`src/rtl/cpu_pkg.sv`:
```
package cpu_pkg;

  typedef logic [15:0] word_t;  // ram word, register value and operand
  typedef logic [4:0] reg_idx_t;  // register number

  localparam int NUM_REGS = 32;

  // kept opcodes, numbered as in the full instruction set
  typedef enum logic [7:0] {
    OP_JMP       = 8'd1,   // 24 bit absolute target
    OP_JMP_PLUS  = 8'd5,   // forward by operand instructions
    OP_JMP_MINUS = 8'd7,   // back by operand instructions
    OP_RAM2REG   = 8'd9,   // ram words from operand address into range
    OP_NUM2REG   = 8'd18,
    OP_REG_PLUS  = 8'd19,
    OP_REG_MINUS = 8'd20,
    OP_REG_MUL   = 8'd21,
    OP_REG_DIV   = 8'd22   // unsigned
  } opcode_t;

  typedef enum logic [3:0] {
    ERR_NONE          = 4'd0,
    ERR_WRONG_ADDRESS = 4'd1,
    ERR_DIV_ZERO      = 4'd2,
    ERR_WRONG_REG     = 4'd3,
    ERR_WRONG_OPCODE  = 4'd4
  } error_t;

  // first instruction word; the low byte doubles as jump target bits 23..16
  typedef struct packed {
    logic [7:0] op;
    logic [2:0] count;  // range is base .. base+count
    reg_idx_t   base;
  } instr_t;

endpackage

```
`src/rtl/program_ram.sv`:
```
module program_ram #(
  parameter int RAM_DEPTH = 128,
  parameter int ADDR_W = $clog2(RAM_DEPTH)
) (
  input  logic clk,
  input  logic we,
  input  logic [ADDR_W-1:0] waddr,
  input  cpu_pkg::word_t wdata,
  input  logic [ADDR_W-1:0] raddr,
  output cpu_pkg::word_t rdata
);
  import cpu_pkg::*;

  word_t mem [RAM_DEPTH];  // program and data words

  always_ff @(posedge clk) begin
    if (we) begin
      mem[waddr] <= wdata;  // load port only
    end
    rdata <= mem[raddr];  // registered read, one cycle late
  end

endmodule

```
`config.mk`:
```
export PLATFORM = sky130hd
export DESIGN_NAME = program_ram
export DESIGN_NICKNAME = d
export VERILOG_FILES = /design/src/rtl/cpu_pkg.sv /design/src/rtl/program_ram.sv
export SDC_FILE = /design/constraint.sdc
export NUM_CORES = 2
export LEC_CHECK = 0
export BUFFER_PORTS_ARGS = -buffer_cell sky130_fd_sc_hd__clkbuf_2
export CORE_ASPECT_RATIO = 1.4
export CORE_MARGIN = 2
export CORE_UTILIZATION = 63
export CTS_CLUSTER_DIAMETER = 200
export DETAILED_ROUTE_END_ITERATION = 16
export PLACE_DENSITY = 0.85
export SLEW_MARGIN = 20
export SYNTH_ARGS = -nofsm -noshare
export SYNTH_HDL_FRONTEND = slang
export SYNTH_SLANG_ARGS = --single-unit
```
`constraint.sdc`:
```
create_clock -name clk -period 3 [get_ports clk]
set_input_delay 0.15 -clock clk [delete_from_list [all_inputs] [get_ports clk]]
set_output_delay 0.15 -clock clk [all_outputs]
set_load 0.02 [all_outputs]
```
* Word level (Yosys, flattened, before mapping)
Memory sizes are Yosys's and may differ from the RTL's. A register that Yosys moved wholly into a read port is not among the register bits. Cells that the tools add are included.
Word-level totals: RAM bits 2048, word-level logic and storage cells 3, input port bits 32, register bits after elaboration 0, memories 1
Cells by class: muxes and demuxes 2
Memory list:
- mem | words 128, width 16, read ports 1, clocked after memory_dff 1, wr ports 1, RTL line program_ram.sv:14 | word_t mem [RAM_DEPTH];
Operators with widths (count):
- $mux 1 | 2

* Logic depth before layout (Yosys ltp)
depth in word-level cells 2, mapped depth 7, gate-level depth less buffers 4

* Worst setup path after synthesis
OpenSTA, ideal clock, no wires.
path kind input -> register, from in raddr[0], to reg rdata[0], read port of mem, setup time 121 ps, stages on the path 6, data arrival time 2524 ps, slack 355 ps, cell sequence buf_2 -> buf_1 -> mux4_2 -> mux4_2 -> mux4_2 -> mux2_2
RTL lines:
- start: declaration | RTL line program_ram.sv:9 | input logic [ADDR_W-1:0] raddr,
- end: declaration | RTL line program_ram.sv:10 | output cpu_pkg::word_t rdata

==> run_results.csv <==
group,metric,value,unit
outcome,outcome,"completed",
placement,dp_hpwl,131500,µm
clock_tree,cts_tree,"built",
sta,rsz0062_at_grt,"false",
synthesis,syn_nets,3118,
clock_tree,cts_setup_buffers,0,
run,drv_cap,0,
worst_setup_path,worst_r2r_path_depth,4,
placement,port_buffers,47,
route,drtIter0Drc,9025,
worst_setup_path,r2r_slack,0.16,ns
synthesis,synth_compound_area_frac,0,
placement,place_congestion,0.8908,
worst_setup_path,endpoint_kind,"flop",
placement,preCtsSetupSlack,-0.2565,ns
floorplanning,start_util,0.6340,
sta,timing.final.ws_setup,0.1630,ns
worst_setup_path,r2r_end,"rdata[3]$_DFF_P_",
pwr,p_clk_frac,0.408,
sta,max_freq,0.3525,GHz
global_route,grt_pass1_vias,40990,
sta,period_minus_slack,2.837,ns
pwr,irDropWorstVdd,0.7488,mV
worst_setup_path,worstPathArrival,3.56,ns
sta,setup_viol,0,
clock_tree,post_cts_resized,0,
floorplanning,fp.dieW,302.4,µm
synthesis,synth_top_family_by_area,"multiplexers",
worst_setup_path,required,3.72,ns
pwr,switching_power,13.62,mW
sta,fin_crit_sh,0.9457,
floorplanning,core,123900,µm²
worst_setup_path,cp-start-kind,"flop",
worst_setup_path,crit_start,"mem[52][3]$_DFFE_PP_",
clock_tree,root_buffer,"clkbuf_16",
sta,holdWs,0.03784,ns
synthesis,synth_seq_cells,2064,
synthesis,syn-instance-count,3086,
synthesis,yosys_warnings,0,
layout,area_growth,12.95,%
synthesis,synthAdderAreaFrac,0,
route,wirelength,257200,µm
synthesis,synthSimpleGateAreaFrac,0.008875,
floorplanning,num_rows,153,
route,wire_per_inst,49.42,µm
synthesis,yosysSeqAreaShare,0.7873,
clock_tree,h-tree-depth,4,
worst_setup_path,crit_fanout,1,
route,firstDrtPassIters,7,
global_route,grt_pass1_wl,353900,µm
global_route,antenna_found_initial,44,
clock_tree,clock-sinks,2064,
floorplanning,fp.dieArea,127500,µm²
global_route,grt_util_all_layers,0.4136,
global_route,use_met2,0.6460,
route,postRouteAntennaNets,0,
pwr,p_seq_frac,0.534,
route,via_count,41910,
route,via_per_inst,8.053,
global_route,grt_max_degree,129,
synthesis,synth.area.mux_share,0.1950,
synthesis,netlist_area,78520,µm²
clock_tree,clk_pin_slew_worst_paths,0.08,ns
clock_tree,cts_inserted_buffers,173,
worst_setup_path,reg2reg_from,"mem[52][3]$_DFFE_PP_",
pwr,p_int,46.28,mW
worst_setup_path,cpMostUsedCell,"mux4_2",
synthesis,synth.avg_cell_area,25.44,µm²
layout,nets,3433,
worst_setup_path,path_class,"flop to flop",
clock_tree,clk_latency,0.84,ns
synthesis,ys_types,17,
worst_setup_path,slowest_stage,"mux4_2",
pwr,power_density,675.3,nW/µm²
synthesis,synth-xor-area-share,0,
global_route,overflow,0,
route,drc,0,
worst_setup_path,cp-endpoint,"rdata[3]$_DFF_P_",
floorplanning,die_h,421.7,µm
layout,drive_above_1_share,0.3530,
clock_tree,clockBufferDepth,3,
worst_setup_path,crit_chain,"mux4_2 > mux4_2 > mux4_2 > mux2_2",
sta,worst_pin_slew,1.149,ns
global_route,use_met1,0.5030,
hold_path,min_path_type,"input pin to flop",
worst_setup_path,critical_path.max_stage_delay,0.73,ns
pwr,switching_share,0.2274,
sta,final_hold_viol_count,0,
global_route,gr-usage-met3,0.1332,
pwr,comb_power_share,0.058,
sta,maxSlewViolCount,0,
pwr,power,59.89,mW
global_route,top_usage_layer,"met2",
sta,skew,0.03851,ns
pwr,leakage,27.62,nW
sta,max_slew_margin,0.2339,
floorplanning,io_pins,48,
[cells in the mapped netlist]
| cell | count | area share |
|---|---|---|
| edfxtp_1 | 2048 | 0.78 |
| mux4_2 | 672 | 0.19 |
| nor2_1 | 122 | 0.0058 |
| clkbuf_1 | 82 | 0.0039 |
| buf_2 | 52 | 0.0033 |
| buf_1 | 28 | 0.0013 |
| dfxtp_1 | 16 | 0.0041 |
| mux2_2 | 16 | 0.0023 |
| nand2_1 | 14 | 0.00067 |
| nand3_1 | 12 | 0.00076 |
| nor3_1 | 9 | 0.00057 |
| nor2b_1 | 7 | 0.00056 |
| nand4_1 | 3 | 0.00024 |
| nand2b_1 | 2 | 0.00016 |
| buf_4 | 1 | 0.000096 |
| buf_6 | 1 | 0.00014 |
| or3_1 | 1 | 0.000080 |
[power by group through the flow]
stage | clock network (mW) | logic [mW] | registers [mW]
after CTS | 24.3 | 3.28 | 32.0
after floorplan | 0 | 1.56 | 32.5
final | 24.4 | 3.48 | 32.0
after global placement | 0 | 2.92 | 32.6
after global routing | 25.2 | 3.48 | 32.0
after detailed placement | 0 | 3.12 | 32.6
[how the worst min path moves through the flow]
| stage | from | end | slack (ns) | depth (start not counted) |
|---|---|---|---|---|
| global route | wdata[3] | mem[60][3]$_DFFE_PP_ | 0.05 | 1 |
| floorplan | wdata[0] | mem[0][0]$_DFFE_PP_ | 0.25 | 0 |
| detailed placement | rdata[5]$_DFF_P_ | rdata[5] | 0.62 | 1 |
| CTS | wdata[3] | mem[60][3]$_DFFE_PP_ | 0.004 | 1 |
| finish | wdata[3] | mem[61][3]$_DFFE_PP_ | 0.04 | 1 |
| global placement | rdata[5]$_DFF_P_ | rdata[5] | 0.62 | 1 |
[area by class of cell]
cell class / instances / area [µm²]
Fill cell: 5811 / 35170
Clock inverter: 111 / 1172
Tap cell: 1627 / 2036
Clock buffer: 213 / 4691
Antenna cell: 27 / 67.56
Sequential cell: 2064 / 61820
Timing Repair Buffer: 304 / 2848
Multi-Input combinational cell: 858 / 16060
[placed cells by master, fill, tap and decap left out, drive strengths merged]
cell type / instances
buf: 265
edfxtp: 2048
nor3: 9
dfxtp: 16
bufinv: 23
diode: 27
nand3: 12
nand2b: 2
clkinvlp: 9
inv: 6
or3: 1
clkbuf: 241
dlygate4sd3: 11
nand2: 14
nor2: 122
mux4: 672
nor2b: 7
clkinv: 73
nand4: 3
mux2: 16
[registers in the layout (all words and copies together) (netlist names)]
name / flops
mem: 2048
rdata: 16
[kinds of logic after synthesis]
logic type	Yosys count
mux	688
simple gates	170
flops	2064
buf+inv	164
[critical path: cells and delay by family (launching register included)]
family  cells  cell delay [ns]
DFF         1             0.44
muxes       4             2.29
[what timing repair did]
| action | in CTS | in global routing |
|---|---|---|
| hold endpoints to repair | 163 | 183 |
| setup endpoints to repair | 0 | 0 |
| hold buffers | 5 | 6 |
[layer usage]
layer	up-vias	share of wire
met5	-	0.00091
met4	34	0.089
met3	1344	0.15
met2	5348	0.48
met1	21080	0.28
li1	14100	-
[metrics by stage]
| step | TNS, ns | instances | cell area, µm² | utilization |
|---|---|---|---|---|
| after floorplan | 0 | 3086 | 78520 | - |
| after global placement | -1.135 | 4841 | 82600 | 0.6669 |
| after detailed placement | -2.230 | 4841 | 82600 | 0.6669 |
| after CTS | 0 | 5170 | 88510 | 0.7146 |
| after global routing | 0 | 5183 | 88640 | 0.7156 |
| final | 0 | 5204 | 88690 | 0.7161 |
No activity file was read; power rests on OpenSTA's default activity.
