$ cat config.mk
export PLATFORM = sky130hd
export DESIGN_NAME = uart_tx
export DESIGN_NICKNAME = d
export VERILOG_FILES = /design/src/rtl/trace_pkg.sv /design/src/rtl/uart_tx.sv
export SDC_FILE = /design/constraint.sdc
export NUM_CORES = 1
export LEC_CHECK = 0
export BUFFER_PORTS_ARGS = -buffer_cell sky130_fd_sc_hd__clkbuf_2
export CAP_MARGIN = 20
export CORE_MARGIN = 2
export CORE_UTILIZATION = 45
export CTS_BUF_LIST = sky130_fd_sc_hd__clkbuf_4 sky130_fd_sc_hd__clkbuf_8
export DETAILED_ROUTE_END_ITERATION = 12
export PLACE_DENSITY = 0.74
export RECOVER_POWER = 100
export SLEW_MARGIN = 20
export SYNTH_ARGS = -nofsm -noshare
export SYNTH_HDL_FRONTEND = slang
export SYNTH_SLANG_ARGS = --single-unit
$ cat constraint.sdc
create_clock -name clk -period 2 [get_ports clk]
set_input_delay 0 -clock clk [delete_from_list [all_inputs] [get_ports clk]]
set_output_delay 0 -clock clk [all_outputs]
set_load 0.01 [all_outputs]
$ cat src/rtl/trace_pkg.sv
package trace_pkg;

  typedef logic [7:0] trace_char_t;  // one ascii byte

  localparam trace_char_t TRACE_HALT  = "H";  // normal end of program
  localparam trace_char_t TRACE_ERROR = "E";  // followed by the error digit

  // bases for hex and decimal digits
  localparam trace_char_t TRACE_DIGIT_0 = "0";
  localparam trace_char_t TRACE_HEX_A   = "A";

endpackage

$ cat src/rtl/uart_tx.sv
module uart_tx #(
  parameter int CLKS_PER_BIT = 868
) (
  input  logic clk,
  input  logic arst_n,
  input  logic empty,
  input  trace_pkg::trace_char_t char_in,
  output logic pop,
  output logic tx
);
  import trace_pkg::*;

  localparam int DIV_W = (CLKS_PER_BIT > 1) ? $clog2(CLKS_PER_BIT) : 1;

  typedef logic [DIV_W-1:0] div_t;

  typedef enum logic [1:0] {
    ST_IDLE,
    ST_START,
    ST_DATA,
    ST_STOP
  } state_t;

  state_t state;
  div_t div;  // cycles left in the current bit
  logic [2:0] bit_cnt;
  trace_char_t shreg;  // lsb goes out first
  logic bit_end;
  logic ready;

  assign bit_end = div == '0;
  assign ready   = state == ST_IDLE || (state == ST_STOP && bit_end);  // back to back frames
  assign pop     = ready && !empty;

  always_comb begin
    case (state)
      ST_START: tx = 1'b0;
      ST_DATA:  tx = shreg[0];
      default:  tx = 1'b1;  // idle line and stop bit
    endcase
  end

  always_ff @(posedge clk or negedge arst_n) begin
    if (!arst_n) begin
      state   <= ST_IDLE;
      div     <= '0;
      bit_cnt <= '0;
    end else begin
      div <= bit_end ? div_t'(CLKS_PER_BIT - 1) : div - div_t'(1);
      if (pop) begin
        state <= ST_START;
        div   <= div_t'(CLKS_PER_BIT - 1);
      end else if (state == ST_IDLE) begin
        div <= '0;
      end else if (bit_end) begin
        case (state)
          ST_START: begin
            state   <= ST_DATA;
            bit_cnt <= '0;
          end
          ST_DATA: begin
            bit_cnt <= bit_cnt + 3'd1;
            if (bit_cnt == 3'd7) state <= ST_STOP;
          end
          default: state <= ST_IDLE;
        endcase
      end
    end
  end

  always_ff @(posedge clk) begin
    if (pop) shreg <= char_in;
    else if (state == ST_DATA && bit_end) shreg <= shreg >> 1;
  end

endmodule

---- Word-level counts from Yosys, hierarchy flattened ----
Cells that the tools add are included.
storage, ports and cells
  register bits ........................... 23
  latch bits .............................. 0
  bits in writable memories ............... 0
  memory bits (read-only) ................. 0
  input port bits ......................... 11
  output and inout bits ................... 2
  word-level logic and storage cells ...... 38
  memories kept ........................... 0
cells by class
  add/sub/neg operators ................... 2
  $mul .................................... 0
  div/mod/pow operators ................... 0
  magnitude comparators ................... 0
  eq/ne operators ......................... 6
  shift-type cells ........................ 0
  mux-type cells .......................... 12
  bitwise operators ....................... 2
  reduce and logical (&&, ||, !) cells .... 12
operators by type and width
  operator                 number
  $mux W10                 3
  $mux W8                  2
  $logic_not A10 Y1        1
  $sub A10 B1 Y10 const B  1
  $mux W2                  4
  $pmux W3 S2              1
  $reduce_bool A2 Y1       3
  $eq A2 B2 Y1 const B     2
  $pmux W2 S2              1
  $reduce_and A4 Y1        1
  $add A3 B1 Y3 const B    1
  $eq A3 B3 Y1 const B     1
  $logic_and A1 B1 Y1      3
  $ne A3 B3 Y1 const B     1
  $reduce_and A3 Y1        1
  $eq A2 B1 Y1 const B     1
  $logic_not A2 Y1         1
  $ne A2 B2 Y1 const B     1
  $not A1 Y1               2
  $pmux W1 S2              1
  $logic_not A1 Y1         1
  $logic_or A1 B1 Y1       1

---- Logic depth before layout (Yosys ltp) ----
  depth after elaboration ................. 6
  depth in mapped cells ................... 7

---- Worst setup path after synthesis ----
OpenSTA, ideal clock, no wires.
  path kind ............................... flip-flop to flip-flop
  start ................................... register div[0]
  end ..................................... register shreg[0] (data pin)
  setup time .............................. 260 ps
  data arrival time ....................... 1947 ps
  data required time ...................... 1740 ps
  setup slack ............................. -207 ps
  cell stages (with the launch flop) ...... 8
  buffers on the path ..................... 1
  period minus slack after synthesis ...... 2207 ps
  cells stage by stage .................... dfrtp_1 inv_1 ha_1 or3b_2 clkbuf_1 o31a_4 inv_8 mux2_4
on the way
  word-level cells in the longest chain between the ends .. 5
RTL lines
  element                 RTL line       RTL
  start, declared         uart_tx.sv:25  div_t div;
  start signal, assigned  uart_tx.sv:49  div <= bit_end ? div_t'(CLKS_PER_BIT - 1) : div - div_t'(1);
  start signal, assigned  uart_tx.sv:52  div <= div_t'(CLKS_PER_BIT - 1);
  $logic_not A10 Y1       uart_tx.sv:31  assign bit_end = div == '0;
  $logic_and A1 B1 Y1     uart_tx.sv:32  assign ready = state == ST_IDLE || (state == ST_STOP && bit_end);
  $logic_or A1 B1 Y1      uart_tx.sv:32
  $logic_and A1 B1 Y1     uart_tx.sv:33  assign pop = ready && !empty;
  named net pop           uart_tx.sv:8   output logic pop,
  $mux W8                 uart_tx.sv:72  if (pop) shreg <= char_in;
  end signal, assigned    uart_tx.sv:72
  end signal, assigned    uart_tx.sv:73  else if (state == ST_DATA && bit_end) shreg <= shreg >> 1;
  end, declared           uart_tx.sv:27  trace_char_t shreg;
The timed path passes the listed nets, and every way through them passes these cells.
A chain may end at the register's enable or synchronous reset.

---- Final worst setup path ----
  start ................................... register div[0]
  end ..................................... register shreg[1] (data pin)
on the way
  word-level cells in the longest chain between the ends .. 5
RTL lines
  element              RTL line
  $logic_not A10 Y1    uart_tx.sv:31
  $logic_and A1 B1 Y1  uart_tx.sv:32
  $logic_or A1 B1 Y1   uart_tx.sv:32
  $logic_and A1 B1 Y1  uart_tx.sv:33
  $mux W8              uart_tx.sv:72
No other way between the ends.

==> summary.md <==
| Metric | Value |
|---|---|
| Worst-margin pin slew | 0.888 ns |
| Adder-Cell Fraction of Synth Area | 0.0780 |
| Root buffer cell | clkbuf_4 |
| Worst-case clock buffer depth | 2 |
| Initial antenna violation count | 0 |
| Tmin final | 2.04 ns |
| CTS tree | yes |
| Failing checks | negative setup slack |
| DRC | 0 |
| Pre-Repair DR Iteration Count | 3 |
| Max Clk Rate | 491 MHz |
| Post-DP Area | 1450 um2 |
| Vias in the first global route | 1100 |
| Syn nets | 132 |
| Critical path's slowest cell | dfrtp_1 |
| DR iter-0 viols | 10 |
| Switching share of power | 0.201 |
| H-tree depth | 1 |
| Mean Syn Cell Area | 11.4 um2 |
| FFs w/ async S/R, synth | 0.652 |
| Antenna Cells | 0 |
| Fill count | 219 |
| Pwr dens | 435 nW/um2 |
| Synth cell types | 32 |
| Worst path required time | 2.07 ns |
| Post-Synth Simple-Gate Area | 0.176 |
| Clk slew on worst S/H paths | 0.13 ns |
| Final Wtd Congestion | 0.831 |
| Cell family with most CP delay | flip-flops |
| Period utilisation layout | 1.02 |
| Critical Path Source Type | flop |
| Core area | 2730 um2 |
| GRT Overall Usage | 0.186 |
| Global-route wire length before repair | 4690 um |
| Critical Path End Type | flop |
| Via count | 960 |
| Delay of the slowest cell on the worst path | 0.41 ns |
| Initial Util | 0.470 |
| Post-route setup TNS | -0.426 ns |
| Commonest non-fill, non-tap cells in the layout | 21 x buf_4, 15 x dfrtp_1, 10 x clkbuf_2, 9 x dlygate4sd3_1 |
| Sequential fraction of the synthesis area | 0.480 |
| Crit path buf inv count | 2 |
| Status | finished with violations |
| Final ANT Viol Nets | 0 |
| Compound-Gate Fraction of Synth Area | 0.0712 |
| Worst path cell trace | inv_2 -> ha_4 -> or3b_4 -> o31a_4 -> inv_4 -> mux2_4 |
| Fin area | 1710 um2 |
| Die H | 57.4 um |
| Fin. Hold Viols | 0 |
| EDFF count, synth | 8 |
| Reg power frac | 0.651 |
| Final Max Slew Viols | 0 |
| Slew Limit Headroom | 0.408 |
| I/O pins | 13 |
| Port bufs | 12 |
| Area delta synth->final | 33.3% |
| Mapped Cells | 113 |
| DP HPWL | 1930 um |
| Largest cells by area after synthesis | dfrtp_1 29%, edfxtp_1 19%, mux2_4 8.2%, ha_1 7.8%, a21oi_1 3.1% |
| Fin nets | 176 |
| Critical path fanouts, max | 5 |
| Die area | 3300 um2 |
| RSZ-0062 raised after global routing | true |
| CTS Sinks | 23 |
| MaxCap Viol Count | 0 |
| Die W | 57.4 um |
| Leakage power | 0.000750 uW |
| Switching power | 150 uW |
| Worst Path Arrival | 2.11 ns |
| Crit Path Class | reg2reg |
| WL per Instance | 14.5 um |
| Largest net degree at the start of global routing | 16 |
| Final core occ | 0.626 |
| Max VDD drop | 0.000353 V |
| CTS Buf Count | 3 |
| Yosys top cell area share | 0.292 |
| Max Clock Skew | 0.00946 ns |
| Clk pwr share | 0.307 |
| Min Hold Slack | 0.0849 ns |
| Global route overflow | 0 |
| Mux cell area share after synthesis | 0.114 |
| XOR/XNOR share of the synthesized area | 0.0341 |
| Post-route setup slack | -0.0373 ns |
| Most common cell after layout, fill and taps aside | buf_4 |
| Worst-skew pair later-pin latency | 0.31 ns |
| Combinational fraction of design power | 0.042 |
| FF+latch count, synth | 23 |
| Setup Viol. Count Final | 15 |
| Cell taking the most area after synthesis | dfrtp_1 |
| Layout cells sized above 1 | 0.385 |
| Total Routed Length | 2710 um |
| Vias/cell | 5.13 |
| Syn Std Cell Area | 1280 um2 |
| Int Power | 595 uW |
| Ys Warns | 0 |
| # rows | 19 |
| Largest family of logic cells by synthesized area | simple AND/OR/NAND/NOR gates |
| Pre-CTS setup slack | -0.0313 ns |
| Hold crit path type | in2reg |
| Main synth FF type | dfrtp_1 |
-- worst min-delay path: cells and delay by family --
family / cells / cell delay [ns]
buf+inv: 1 / 0.11
simple gates: 1 / 0.21
compound gates: 1 / 0.06
-- synthesized netlist by cell type, types with 4 or more instances --
cell type,count
nor2_1,8
dfrtp_1,15
ha_1,8
nor3_1,5
xnor2_1,4
mux2_4,7
edfxtp_1,8
inv_1,7
nor2b_1,4
a21oi_1,8
nand2b_1,4
nand2_1,7
-- logic make-up after synthesis --
family                     Yosys count
AOI/OAI and AO/OA                   14
xor gates and xnor gates             5
adders and majority gates            8
buffers and inverters               12
DFF                                 23
muxes                               11
and+or+nand+nor                     40
-- routing by layer --
metal / share of wire / global-route usage
met5: 0 / 0
met4: 0.0092 / 0.0299
met3: 0.029 / 0.0408
met2: 0.55 / 0.365
met1: 0.41 / 0.203
-- layout make-up --
cell class              instances  area [um2]  area share
repair buffers                 42         305       0.178
repair inverters                1        6.26     0.00365
flip-flops and latches         23         616       0.360
clock buffers                   4        30.0      0.0175
multi-input cells              78         678       0.396
inverters                       8        37.5      0.0219
well taps                      31        38.8      0.0227
-- through the flow --
stage / total power (uW) / std cells
6_report: 745 / 187
5_1_grt: 779 / 187
4_1_cts: 754 / 186
3_5_place_dp: 513 / 164
3_3_place_gp: 512 / 164
2_1_floorplan: 496 / 113
-- power by group through the flow --
stage / Combinational, uW / Clock [uW] / Sequential (uW)
after CTS: 32.0 / 238 / 485
after global placement: 17.8 / 0 / 494
final: 31.6 / 229 / 485
after floorplan: 1.73 / 0 / 494
after detailed placement: 18.5 / 0 / 494
after global routing: 34.4 / 260 / 485
-- sequential cells by signal, indices dropped and copies added, names as in the netlist --
name     count
shreg        8
state        2
div         10
bit_cnt      3
-- final timing paths --
kind / start / to / slack (ns) / depth (start not counted)
min in group asynchronous: arst_n / div[8] / 0.31 / 2
hold reg to reg: bit_cnt[1] / bit_cnt[1] / 0.55 / 2
hold / removal: empty / div[5] / 0.08 / 3
max in group asynchronous: arst_n / state[0] / 1.14 / 2
setup reg to reg: div[0] / shreg[1] / -0.04 / 6
setup / recovery: div[0] / shreg[1] / -0.04 / 6
-- timing repair --
item,in CTS,in global routing
endpoints found under the hold margin,23,0
endpoints found under the setup margin,16,21
gates cloned,1,0
pin swaps,0,2
gates resized for setup,6,8
buffers inserted,8,1
hold buffers,9,0
(Power assumes the default switching activity.)
