`config.mk`:
```
export PLATFORM = sky130hd
export DESIGN_NAME = trace_fifo
export DESIGN_NICKNAME = d
export VERILOG_FILES = /design/src/rtl/trace_pkg.sv /design/src/rtl/trace_fifo.sv
export SDC_FILE = /design/constraint.sdc
export NUM_CORES = 1
export LEC_CHECK = 0
export BUFFER_PORTS_ARGS = -buffer_cell sky130_fd_sc_hd__buf_4
export CORE_UTILIZATION = 58
export CTS_CLUSTER_SIZE = 8
export DETAILED_ROUTE_END_ITERATION = 10
export PLACE_DENSITY = 0.81
export SLEW_MARGIN = 20
export SYNTH_ARGS = -nofsm -noshare
export SYNTH_HDL_FRONTEND = slang
export SYNTH_SLANG_ARGS = --single-unit
export TNS_END_PERCENT = 100
```
`constraint.sdc`:
```
create_clock -name clk -period 4.75 [get_ports clk]
set_input_delay 0.2375 -clock clk [delete_from_list [all_inputs] [get_ports clk]]
set_output_delay 0.2375 -clock clk [all_outputs]
set_load 0.01 [all_outputs]
```
`src/rtl/trace_pkg.sv`:
```
package trace_pkg;

  typedef logic [7:0] trace_char_t;  // one ascii byte

  localparam trace_char_t TRACE_HALT  = "H";  // normal end of program
  localparam trace_char_t TRACE_ERROR = "E";  // followed by the error digit

  // bases for hex and decimal digits
  localparam trace_char_t TRACE_DIGIT_0 = "0";
  localparam trace_char_t TRACE_HEX_A   = "A";

endpackage

```
`src/rtl/trace_fifo.sv`:
```
module trace_fifo #(
  parameter int TRACE_DEPTH = 16
) (
  input  logic clk,
  input  logic arst_n,
  input  logic push,
  input  trace_pkg::trace_char_t push_char,
  input  logic pop,
  output trace_pkg::trace_char_t pop_char,
  output logic full,
  output logic empty
);
  import trace_pkg::*;

  localparam int PTR_W = (TRACE_DEPTH > 1) ? $clog2(TRACE_DEPTH) : 1;
  localparam int CNT_W = $clog2(TRACE_DEPTH + 1);

  typedef logic [PTR_W-1:0] ptr_t;
  typedef logic [CNT_W-1:0] cnt_t;

  trace_char_t mem [TRACE_DEPTH];
  ptr_t wr_ptr;
  ptr_t rd_ptr;
  cnt_t count;
  logic do_push;
  logic do_pop;

  function automatic ptr_t next_ptr(ptr_t ptr);
    return (ptr == ptr_t'(TRACE_DEPTH - 1)) ? '0 : ptr + ptr_t'(1);  // wraps for any depth
  endfunction

  assign full    = count == cnt_t'(TRACE_DEPTH);
  assign empty   = count == '0;
  assign do_push = push && !full;
  assign do_pop  = pop && !empty;

  assign pop_char = mem[rd_ptr];  // head visible the cycle after its write

  always_ff @(posedge clk) begin
    if (do_push) mem[wr_ptr] <= push_char;
  end

  always_ff @(posedge clk or negedge arst_n) begin
    if (!arst_n) begin
      wr_ptr <= '0;
      rd_ptr <= '0;
      count  <= '0;
    end else begin
      if (do_push) wr_ptr <= next_ptr(wr_ptr);
      if (do_pop) rd_ptr <= next_ptr(rd_ptr);
      if (do_push && !do_pop) count <= count + cnt_t'(1);
      else if (do_pop && !do_push) count <= count - cnt_t'(1);
    end
  end

endmodule

```
# Yosys cells after proc, flatten, opt, wreduce, memory -nomap -nowiden
# Memory sizes are Yosys's and may differ from the RTL's.
# Index checks and enable logic that the tools add are counted.
[word_totals]
n_memories = 1
output_inout_bits = 10
ramBits = 128
regBits = 13
wordCells = 27
input_bits = 12
[memory_table]
columns = ["memory", "depth", "word_bits", "rd", "rd_ports_with_merged_regs", "wr", "line_no", "source"]
rows = [
  ["mem", 16, 8, 1, 0, 1, "trace_fifo.sv:21", "trace_char_t mem [TRACE_DEPTH];"],
]
[op_classes]
reduce_logical = 10
n_mux = 6
n_eq_ne = 3
addsub = 4
[ops]
columns = ["op", "count"]
rows = [
  ["two-way mux 5 bit", 2],
  ["adder 4 x 1 -> 4 bit, second input constant", 2],
  ["== test 4 bit, second input constant", 2],
  ["two-way mux 4 bit", 2],
  ["adder 5 x 1 -> 5 bit, second input constant", 1],
  ["== test 5 bit, second input constant", 1],
  ["logical NOT 5 bit", 1],
  ["subtractor 5 x 1 -> 5 bit, second input constant", 1],
  ["logical AND 1 bit", 4],
  ["logical NOT 1 bit", 4],
  ["two-way mux 1 bit", 2],
  ["nonzero test 2 bit", 1],
]

# Depth between registers and ports, before layout
[depth]
depth_word = 7
ltp_mapped = 11
ltp_nobuf = 10

# Worst setup path after synthesis
# Ideal clock, no wire load.
[synth_timing]
kind = "flip-flop to flip-flop"
startpoint = "register count[1]"
endpoint = "register count[4]"
t_arrival_ns = 2.606
n_path_buf = 1
synth_period_minus_slack_ns = 2.686
setup_slack_ns = 2.064
path_stages_with_launch = 12
required_ns = 4.670
setup_ns = 0.080
path_cell_list = "dfrtp_1 > or4_4 > nor2_2 > nor2b_1 > buf_2 > ha_1 > inv_1 > ha_1 > a21o_1 > a21oi_1 > mux2i_1 > xnor2_1"
[synth_via]
elab_chain_len = 6
elab_cells_between_ends = 15
classes_between = "2 x add/sub; 1 x eq/ne; 2 x mux; 10 x reduce/logical"
[synth_lines]
columns = ["item", "line_no", "source"]
rows = [
  ["from (decl)", "trace_fifo.sv:24", "cnt_t count;"],
  ["from (signal assigned)", "trace_fifo.sv:51", "if (do_push && !do_pop) count <= count + cnt_t'(1);"],
  ["from (signal assigned)", "trace_fifo.sv:52", "else if (do_pop && !do_push) count <= count - cnt_t'(1);"],
  ["== test 5 bit *", "trace_fifo.sv:32", "assign full = count == cnt_t'(TRACE_DEPTH);"],
  ["via full", "trace_fifo.sv:10", "output logic full,"],
  ["logical NOT 1 bit *", "trace_fifo.sv:34", "assign do_push = push && !full;"],
  ["logical AND 1 bit *", "trace_fifo.sv:34", ""],
  ["via do_push", "trace_fifo.sv:25", "logic do_push;"],
  ["logical NOT 1 bit", "trace_fifo.sv:52", ""],
  ["logical AND 1 bit", "trace_fifo.sv:52", ""],
  ["nonzero test 2 bit (no source line)", "-", ""],
]
# Mark *: on every way through the listed nets, which the timed path passes. The rest lies on a longest branch. The select of a mux whose other input is x is not followed.
# A chain may end at the register's enable or synchronous reset.

# Final worst setup path
[layout_timing]
startpoint = "register rd_ptr[1]"
endpoint = "output port pop_char[7]"
[layout_via]
elab_chain_len = 1
[layout_lines]
columns = ["item", "line_no", "source"]
rows = [
  ["from (decl)", "trace_fifo.sv:23", "ptr_t rd_ptr;"],
  ["from (signal assigned)", "trace_fifo.sv:50", "if (do_pop) rd_ptr <= next_ptr(rd_ptr);"],
  ["memory (16 x 8 bit)", "-", ""],
  ["to (decl)", "trace_fifo.sv:9", "output trace_pkg::trace_char_t pop_char,"],
]
# Every way passes these cells.

==> results by group <==
Outcome
  – Status: finished, final reports clean

Timing
  – Final worst-path setup slack: between 1.5 and 2 ns
  – Worst slew pin tran: just over 0.8 ns
  – Fmax achieved: 312 MHz
  – RSZ-0062 raised after global routing: no
  – Period Utilization, post-route: between 60% and 70%
  – Final hold viol count: 0
  – Hold WS: roughly 0.042 ns
  – # setup viols final: 0
  – Fin. max-slew vios: 0
  – Clock period minus worst slack: 3.20 ns
  – Layout Skew: approximately 0.01 ns
  – Setup TNS: 0 ns
  – Slew Limit Headroom: between 40% and 50%

Power and ir drop
  – Lkg Pwr: about 2.3 nW
  – Net switching power: around 1.4 mW
  – Sw Share: between 30 and 40%
  – Combinational group share of total power: 30.4%
  – Register share of total power: 40.6%
  – Internal power: about 2.8 mW
  – Max VDD drop: about 380 µV
  – Tot Pwr: ~4.2 mW
  – Pwr Density: 622 mW/mm²
  – Clock share of power: between 20% and 30%

CTS
  – Clk Latency, worst-skew pair: around 0.52 ns
  – H-tree levels: 4
  – Total CTS buffers: 17
  – Clk sinks: approximately 140
  – Clk buf depth: 2
  – Clock transition at path regs: roughly 0.07 ns
  – Post-cts resize count: 0
  – CTS root buf: clkbuf_8
  – Clock tree from TritonCTS: yes

Placement
  – Post-DP HPWL: 7250 µm
  – I/O Buffers: 21
  – Pre-CTS setup slack: just under 2 ns
  – GPL Wtd Cong: between 0.8 and 0.9

Setup path
  – Max incr delay on CP: 0.74 ns
  – Critical Path Fanout Max: 24
  – Reg2reg start: count[1]
  – Crit Path Category: flop to output port
  – Worst r2r dst: count[4]
  – Slack of the worst reg-to-reg path: between 1.5 and 2 ns
  – Cell with the largest stage delay on the worst path: dfrtp_2
  – Crit. End Element: output port
  – Worst setup SP type: flop
  – Most common cell on crit path: buf_4
  – Reg2reg path depth: 10
  – Worst Path Required: 4.51 ns
  – CP cell instances: buf_4 -> mux2_2 -> o221ai_2 -> o21ai_1 -> a221o_1 -> buf_4
  – Crit path arrival time: between 2 and 3 ns

Floorplanning
  – Die area: 0.0106 mm²
  – Die extent in y: ~100 µm
  – Initial Utilization: between 60 and 70%
  – Die Span X: slightly above 100 µm
  – I/O pin total: 22
  – Core box area: roughly 0.0098 mm²
  – Rows: 36

Yosys
  – Seq/Total Area, Yosys: 70.4%
  – Mapped Nets: 350
  – Asr flop ratio synth: under 10%
  – Post-synthesis cell type count: 38
  – Yosys reg bits: between 100 and 150
  – Synth Cell Area: ~0.0059 mm²
  – Gate Count Post-Synth: between 300 and 400
  – Post-synth EDFFs: roughly 130
  – Syn avg cell area: 18.1 µm²
  – Post-synth top flop: edfxtp_1
  – Synth warn: 0

Cells and area
  – Layout cell share with drive strength beyond 1: between 20 and 30%
  – # fillers: 650
  – Storage cell area: about 0.0042 mm²
  – Footprint of the multi-input gates: between 0.0015 and 0.002 mm²
  – Diode count: 0
  – Final nets: between 300 and 400
  – Area grow syn2layout: 13.6%

GRT
  – Largest net degree at the start of global routing: 25
  – Number of global-route vias before repair: roughly 3000
  – Total track usage: around a quarter
  – Initial antenna violation count: 0
  – GR Overflow Total: 0
  – Global-route wire length before repair: between 15000 and 20000 µm

Drt
  – DRC: 0
  – Routed len/inst: between 20 and 25 µm
  – Routed WL: around 11000 µm
  – DR pass1 iterations: 5
  – Post-route ant nets: 0
  – Via count: about 3000
  – Average via count per standard cell: approximately 6.0
  – First DRT Iteration DRCs: between 150 and 200

Hold path
  – End of the worst hold path: mem[4][6]
  – Min-delay src: push_char[6]
  – Worst hold path class: input port to flop
  – Hold path cells: 1

Flow run
  – Max Cap Violations: 0
-- cells in the mapped netlist, drive strengths merged (3+ instances only) --
master / n / share of area [%]
dfrtp: 13 / 5.5
o21ai: 15 / 1.3
nor2: 17 / 1.1
nand2b: 3 / 0.32
a21oi: 3 / 0.25
mux4: 24 / 9.1
nor3: 5 / 0.42
o221ai: 8 / 2.0
inv: 16 / 1.0
xnor2: 5 / 0.74
buf: 14 / 1.9
edfxtp: 128 / 65
ha: 10 / 2.1
nand2: 16 / 1.1
mux2: 16 / 3.7
nand3: 4 / 0.34
nor2b: 9 / 0.95
a221o: 8 / 1.4
a21o: 3 / 0.38
-- power by group through the flow --
| stage | Sequential, mW | Clock (mW) | Combinational [mW] |
|---|---|---|---|
| 6_report | 1.70 | 1.21 | 1.27 |
| 3_5_place_dp | 1.72 | 0 | 1.25 |
| 2_1_floorplan | 1.59 | 0 | 1.03 |
| 5_1_grt | 1.72 | 1.28 | 1.38 |
| 4_1_cts | 1.70 | 1.23 | 1.28 |
| 3_3_place_gp | 1.70 | 0 | 1.22 |
-- routing by layer --
layer	up-vias	global-route usage, %	share of wire [%]
li1	1336	-	-
met2	137	37.0	50
met5	-	0	0
met1	1493	30.6	39
met4	0	9.10	2.1
met3	24	9.49	8.5
-- worst max-delay path, delay by kind of cell, from the launching register on --
family	cells	cell delay, ns
muxes	1	0.39
buffers and inverters	2	0.58
DFF	1	0.74
AOI/OAI and AO/OA	3	0.72
-- how the worst max path moves through the flow --
stage                        to  cells past startpoint      start
floorplan              count[4]                     11   count[1]
global placement      mem[1][3]                      5   count[2]
detailed placement     count[4]                     10   count[1]
CTS                 pop_char[4]                      6  rd_ptr[1]
global route        pop_char[4]                      6  rd_ptr[1]
finish              pop_char[7]                      6  rd_ptr[1]
-- flip-flops by register name (all words and copies together), names as in the netlist --
signal / cells
mem: 128
count: 5
rd_ptr: 4
wr_ptr: 4
-- final cells by class --
| type | instances | share of cell area, % |
|---|---|---|
| clock buffers | 17 | 6.16 |
| clock inverters | 15 | 2.08 |
| inverters | 16 | 0.893 |
| multi-input cells | 154 | 23.6 |
| flip-flops and latches | 141 | 62.0 |
| well taps | 133 | 2.47 |
| repair buffers | 24 | 2.72 |
-- what timing repair did --
item	CTS	global route
hold endpoints to repair	13	0
buffers inserted	0	0
hold buffers	1	0
-- cell usage in the layout, fill, tap and decap left out, types with 9 or more instances in the layout --
master / n
inv_1: 15
edfxtp_1: 128
nor2_1: 16
mux2_4: 10
o21ai_1: 12
nand2_1: 15
clkbuf_16: 16
ha_1: 10
nor2b_1: 9
buf_4: 23
dfrtp_1: 11
mux4_2: 24
-- logic make-up (layout without fill, tap and decap cells) --
| family | Yosys count | after routing | synth area share (%) |
|---|---|---|---|
| xor gates and xnor gates | 6 | 6 | 0.888 |
| and+or+nand+nor | 56 | 56 | 4.50 |
| adders and majority gates | 11 | 11 | 2.45 |
| muxes | 41 | 41 | 13.0 |
| AOI/OAI and AO/OA | 40 | 40 | 5.71 |
| buffers and inverters | 32 | 72 | 3.04 |
| DFF | 141 | 141 | 70.4 |
-- metrics by stage --
stage	instance area (µm²)	instances	util (%)
after global placement	6140	467	62.5
final	6730	500	68.5
after CTS	6730	500	68.5
after floorplan	5920	327	-
after detailed placement	6160	467	62.7
after global routing	6730	500	68.5
Power figures use the tool's default switching activity.
